===== src/design/bp_pkg.sv =====
package bp_pkg;

    // Table geometry
    localparam int LOCAL_INDEX_BITS   = 5; // pc[6:2], one history per branch slot
    localparam int LOCAL_HIST_BITS    = 6;
    localparam int GSHARE_INDEX_BITS  = 8; // Also the global history length
    localparam int CHOOSER_INDEX_BITS = 8; // pc[9:2]

    localparam int LOCAL_ENTRIES   = 2 ** LOCAL_INDEX_BITS;
    localparam int PATTERN_ENTRIES = 2 ** LOCAL_HIST_BITS;
    localparam int GSHARE_ENTRIES  = 2 ** GSHARE_INDEX_BITS;
    localparam int CHOOSER_ENTRIES = 2 ** CHOOSER_INDEX_BITS;

    // Direction counter, upper bit is the taken prediction
    typedef enum logic [1:0] {
        STRONG_NOT_TAKEN = 2'b00,
        WEAK_NOT_TAKEN   = 2'b01,
        WEAK_TAKEN       = 2'b10,
        STRONG_TAKEN     = 2'b11
    } counter_t;

    // Chooser counter, upper bit selects gshare
    typedef enum logic [1:0] {
        STRONG_LOCAL  = 2'b00,
        WEAK_LOCAL    = 2'b01,
        WEAK_GLOBAL   = 2'b10,
        STRONG_GLOBAL = 2'b11
    } chooser_t;

    // Saturating step toward the resolved outcome
    function automatic counter_t counter_next(input counter_t c, input logic taken);
        if (taken) begin
            return (c == STRONG_TAKEN) ? STRONG_TAKEN : counter_t'(c + 2'd1);
        end
        return (c == STRONG_NOT_TAKEN) ? STRONG_NOT_TAKEN : counter_t'(c - 2'd1);
    endfunction

    function automatic chooser_t chooser_next(input chooser_t c, input logic toward_global);
        if (toward_global) begin
            return (c == STRONG_GLOBAL) ? STRONG_GLOBAL : chooser_t'(c + 2'd1);
        end
        return (c == STRONG_LOCAL) ? STRONG_LOCAL : chooser_t'(c - 2'd1);
    endfunction

    function automatic logic [LOCAL_INDEX_BITS-1:0] local_index(input logic [31:0] pc);
        return pc[LOCAL_INDEX_BITS+1:2]; // Word aligned PCs
    endfunction

    function automatic logic [GSHARE_INDEX_BITS-1:0] gshare_index(
        input logic [31:0]                  pc,
        input logic [GSHARE_INDEX_BITS-1:0] hist
    );
        return pc[GSHARE_INDEX_BITS+1:2] ^ hist;
    endfunction

    function automatic logic [CHOOSER_INDEX_BITS-1:0] chooser_index(input logic [31:0] pc);
        return pc[CHOOSER_INDEX_BITS+1:2];
    endfunction

endpackage


===== src/design/branch_req_if.sv =====
`timescale 1ns/100ps

// Prediction lookup and resolved-branch update, shared by all predictor blocks
interface branch_req_if;

    logic [31:0] predict_pc;   // Lookup address, read combinationally
    logic        update_valid; // One-cycle strobe, never back-pressured
    logic [31:0] update_pc;
    logic        update_taken; // Resolved outcome

    // Driving side
    modport source (
        output predict_pc,
        output update_valid,
        output update_pc,
        output update_taken
    );

    // Component predictors and the chooser only listen
    modport predictor (
        input predict_pc,
        input update_valid,
        input update_pc,
        input update_taken
    );

endinterface


===== src/design/tournament_chooser.sv =====
`timescale 1ns/100ps

module tournament_chooser import bp_pkg::*; (
    input  logic                  clk,
    input  logic                  rst,
    branch_req_if.predictor       req,
    input  logic                  local_predict,
    input  logic                  global_predict,
    input  logic                  local_update_pred,
    input  logic                  global_update_pred,
    output logic                  prediction,
    output logic                  use_global
);

    chooser_t sel_table [CHOOSER_ENTRIES];

    logic [CHOOSER_INDEX_BITS-1:0] pred_idx;
    logic [CHOOSER_INDEX_BITS-1:0] upd_idx;
    chooser_t                      pred_sel;
    chooser_t                      upd_sel;
    logic                          disagree;
    logic                          global_right;

    always_comb begin
        pred_idx = chooser_index(req.predict_pc);
        upd_idx  = chooser_index(req.update_pc);
        pred_sel = sel_table[pred_idx];
        upd_sel  = sel_table[upd_idx];
    end

    // Final direction
    assign use_global = pred_sel[1];
    assign prediction = use_global ? global_predict : local_predict;

    // Training only matters when the components differ
    assign disagree     = local_update_pred ^ global_update_pred;
    assign global_right = (global_update_pred == req.update_taken);

    always_ff @(posedge clk or posedge rst) begin
        if (rst) begin
            for (int i = 0; i < CHOOSER_ENTRIES; i++) begin
                sel_table[i] <= WEAK_LOCAL; // Start leaning local
            end
        end else if (req.update_valid && disagree) begin
            sel_table[upd_idx] <= chooser_next(upd_sel, global_right);
        end
    end

endmodule


===== src/flat_wrapper.sv =====
// flat-port wrapper written by rule: the top's interface ports become plain ports
module tournament_chooser_flat import bp_pkg::*;
  (clk, rst, local_predict, global_predict, local_update_pred, global_update_pred, prediction, use_global, req_predict_pc, req_update_valid, req_update_pc, req_update_taken);
  branch_req_if req_i ();
  input  logic clk;
  input  logic rst;
  input  logic local_predict;
  input  logic global_predict;
  input  logic local_update_pred;
  input  logic global_update_pred;
  output logic prediction;
  output logic use_global;
  input wire logic [$bits(req_i.predict_pc)-1:0] req_predict_pc;
  input wire logic [$bits(req_i.update_valid)-1:0] req_update_valid;
  input wire logic [$bits(req_i.update_pc)-1:0] req_update_pc;
  input wire logic [$bits(req_i.update_taken)-1:0] req_update_taken;
  assign req_i.predict_pc = req_predict_pc;
  assign req_i.update_valid = req_update_valid;
  assign req_i.update_pc = req_update_pc;
  assign req_i.update_taken = req_update_taken;
  tournament_chooser u_core (.clk(clk), .rst(rst), .req(req_i), .local_predict(local_predict), .global_predict(global_predict), .local_update_pred(local_update_pred), .global_update_pred(global_update_pred), .prediction(prediction), .use_global(use_global));
endmodule

===== config.mk =====
export PLATFORM = sky130hd
export DESIGN_NAME = tournament_chooser_flat
export DESIGN_NICKNAME = d
export VERILOG_FILES = /design/src/design/bp_pkg.sv /design/src/design/branch_req_if.sv /design/src/design/tournament_chooser.sv /design/src/flat_wrapper.sv
export SDC_FILE = /design/constraint.sdc
export NUM_CORES = 1
export LEC_CHECK = 0
export BUFFER_PORTS_ARGS = -buffer_cell sky130_fd_sc_hd__buf_2
export CAP_MARGIN = 20
export CORE_MARGIN = 4
export CORE_UTILIZATION = 45
export DETAILED_ROUTE_END_ITERATION = 7
export HOLD_SLACK_MARGIN = 0.12
export SYNTH_ARGS = -nofsm -noshare
export SYNTH_HDL_FRONTEND = slang
export SYNTH_SLANG_ARGS = --single-unit
export TNS_END_PERCENT = 100

===== constraint.sdc =====
create_clock -name clk -period 20.1 [get_ports clk]
set_input_delay 4.02 -clock clk [delete_from_list [all_inputs] [get_ports clk]]
set_output_delay 4.02 -clock clk [all_outputs]
set_load 0.03 [all_outputs]

==> flow_metrics.env <==
export IMPL_layout_commonest_cell="nor2_1"
export IMPL_fin_tns_setup_ps=0
export IMPL_vdd_drop_max_mv=0.0607
export IMPL_netlist_area_leader_share_pct=26.8
export IMPL_status="complete, no violations"
export IMPL_max_stage_delay_ps=750
export IMPL_worstSetupPathType="input port to primary output"
export IMPL_syn_mean_instance_area_um2=10.7
export IMPL_drcViolationCount=0
export IMPL_path_clk_slew_ps=60
export IMPL_syn_num_nets=2410
export IMPL_setup_viol=0
export IMPL_vias=18401
export IMPL_grt_ovfl_total=0
export IMPL_clock_sinks=512
export IMPL_drt_iter0_markers=1714
export IMPL_crit_fanout=35
export IMPL_largest_reg_flops=512
export IMPL_synth_area_top_cells="dfstp_2 (27%), dfrtp_1 (25%), mux4_2 (19%)"
export IMPL_die_w_um=244
export IMPL_fin_area_um2=27700
export IMPL_timing_hold_violations_final=0
export IMPL_clkPwrFrac_pct=42.1
export IMPL_final_cell_mix="nor2_1 (774), a21oi_1 (545), dfstp_2 (256), dfrtp_1 (256), mux4_2 (212)"
export IMPL_die_area_um2=59700
export IMPL_cts_hold_buf=0
export IMPL_cts_resized_gates=0
export IMPL_core_area_um2=55200
export IMPL_grt_max_degree=161
export IMPL_syn2layout_area_growth_pct=10.2
export IMPL_yosys_area_top_type="dfstp_2"
export IMPL_clockRootBuffer="clkbuf_16"
export IMPL_p_leak_nw=10.8
export IMPL_skew_ps=29.2
export IMPL_p_switching_mw=0.611
export IMPL_combPwrFrac_pct=10.6
export IMPL_yosys_warnings=0
export IMPL_swShare_pct=25.3
export IMPL_initial_core_util_pct=45.5
export IMPL_cts_made_buffers=55
export IMPL_place_port_buffers=25
export IMPL_crit_path_start_kind="input port"
export IMPL_viasPerCell=5.95
export IMPL_grt_use_total_pct=23.9
export IMPL_ys_seq_area_share_pct=52.3
export IMPL_fill_cells=4895
export IMPL_clk_latency_ps=610
export IMPL_tightest_slew_ps=1130
export IMPL_grt_pass1_wl_um=110000
export IMPL_p_int_mw=1.81
export IMPL_place_area_um2=25800
export IMPL_dpl_hpwl_um=43000
export IMPL_p_per_area_nw_per_um2=87.3
export IMPL_num_rows=86
export IMPL_power_mw=2.42
export IMPL_rsz0062_at_grt="no"
export IMPL_max_slew_margin_rel_pct=24.7
export IMPL_antenna_found_initial=6
export IMPL_cts_setup_buffers=0
export IMPL_slowest_stage="buf_4"
export IMPL_path_cells="buf_4, buf_4, mux4_2, mux4_2, mux4_2, mux2i_1, a21oi_1, mux2_2, buf_2"
export IMPL_routed_wl_um=70300
export IMPL_stdcell_count=3094
export IMPL_maxClockFrequency_mhz=83.4
export IMPL_regMostFlops="u_core.sel_table"
export IMPL_synth_cells=2338
export IMPL_post_route_min_period_ps=12000
export IMPL_dpl_cell_count=2988
export IMPL_layout_drive_gt1_share_pct=26.5
export IMPL_pin_count=74
export IMPL_ys_seq_elements=512
export IMPL_cts_tree="yes"
export IMPL_antenna_left=0
export IMPL_max_cap_violations=0
export IMPL_worstHoldPathType="register to register"
export IMPL_synthesis_area_um2=25100
export IMPL_ys_types=30
export IMPL_endpoint_kind="primary output"
export IMPL_routedWlPerCell_um=22.7
export IMPL_die_y_um=244
export IMPL_critPathArrivalTime_ps=7980
export IMPL_seq_area_um2=13100
export IMPL_cp_data_required_time_ps=16080
export IMPL_cpMostUsedCell="mux4_2"
export IMPL_firstDrtPassIters=5
export IMPL_reg_top3="u_core.sel_table x512"
export IMPL_slew_viol_final=0
export IMPL_finalNetCount=2370
export IMPL_cts_path_max_buffers=3
export IMPL_fin_crit_sh_pct=59.7
export IMPL_grt_pass1_vias=18735
export IMPL_htreeDepth=2
export IMPL_gp_congestion=0.813
export IMPL_seqPwrFrac_pct=47.3
export IMPL_multi_input_area_um2=11300
[routing by layer]
layer | wire, µm | share of wire [%] | vias up | track usage (%)
met5 | 23 | 0.033 | - | 0
met4 | 2290 | 3.3 | 4 | 7.68
met3 | 6050 | 8.6 | 146 | 5.59
met2 | 32600 | 46 | 735 | 36.9
met1 | 29400 | 42 | 9218 | 33.8
li1 | - | - | 8298 | -
[worst max-delay path, delay by kind of cell]
kind | cells | cell delay (ps)
muxes | 5 | 2260
buffers and inverters | 3 | 1450
AOI/OAI and AO/OA | 1 | 210
[path summary, 6_finish.rpt]
kind,startpoint,endpoint,slack (ps),cells after the start
worst max-delay path,req_predict_pc[2],prediction,8100,9
worst min-delay path,u_core.sel_table[128],u_core.sel_table[128],500,2
worst max register to register,u_core.sel_table[32],u_core.sel_table[45],15350,9
worst min register to register,u_core.sel_table[128],u_core.sel_table[128],500,2
max in group asynchronous,rst,u_core.sel_table[55],14210,4
min in group asynchronous,rst,u_core.sel_table[379],3640,2
[power groups by stage]
stage	clock, mW	combinational (mW)	sequential (mW)
after floorplan	0	0.192	1.14
after global placement	0	0.249	1.15
after detailed placement	0	0.255	1.16
after CTS	1.04	0.256	1.14
after global routing	1.09	0.279	1.15
final	1.02	0.255	1.14
[logic make-up (layout without fill, tap and decap cells)]
kind of cell	count (synthesis)	after routing	synth area share, %
AOI/OAI and AO/OA	612	612	12.9
xor gates and xnor gates	2	2	0.0697
muxes	214	214	19.1
and+or+nand+nor	838	838	12.9
adders and majority gates	2	2	0.0847
DFF	512	512	52.3
other	0	3	0
buffers and inverters	158	163	2.78
[cell usage after synthesis, drive strengths merged]
cell type,number
nor2,775
or4,2
and2,2
dfstp,256
mux2i,1
nand2,27
inv,2
xor2,2
nor4,8
nor3,2
dfrtp,256
a21oi,545
nor3b,2
clkbuf,70
and4,1
o22ai,1
nor2b,6
nand3,8
mux4,212
or2,1
nand2b,4
a211oi,2
mux2,1
a22oi,64
maj3,2
buf,86
[final cells by class]
class	instances	area share, %
Antenna cell	3	0.0271
Clock buffer	91	6.19
Clock inverter	11	0.402
Inverter	2	0.0542
Multi-Input combinational cell	1668	40.9
Sequential cell	512	47.4
Tap cell	748	3.38
Timing Repair Buffer	59	1.63
[per-stage QoR]
step | worst slack [ps] | hold slack, ps | util, %
floorplan | 2200 | 479 | -
global placement | 7990 | 488 | 46.8
detailed placement | 8050 | 490 | 46.8
CTS | 8060 | 502 | 50.1
global route | 7870 | 508 | 50.2
finish | 8100 | 500 | 50.2
(Power assumes the default switching activity.)
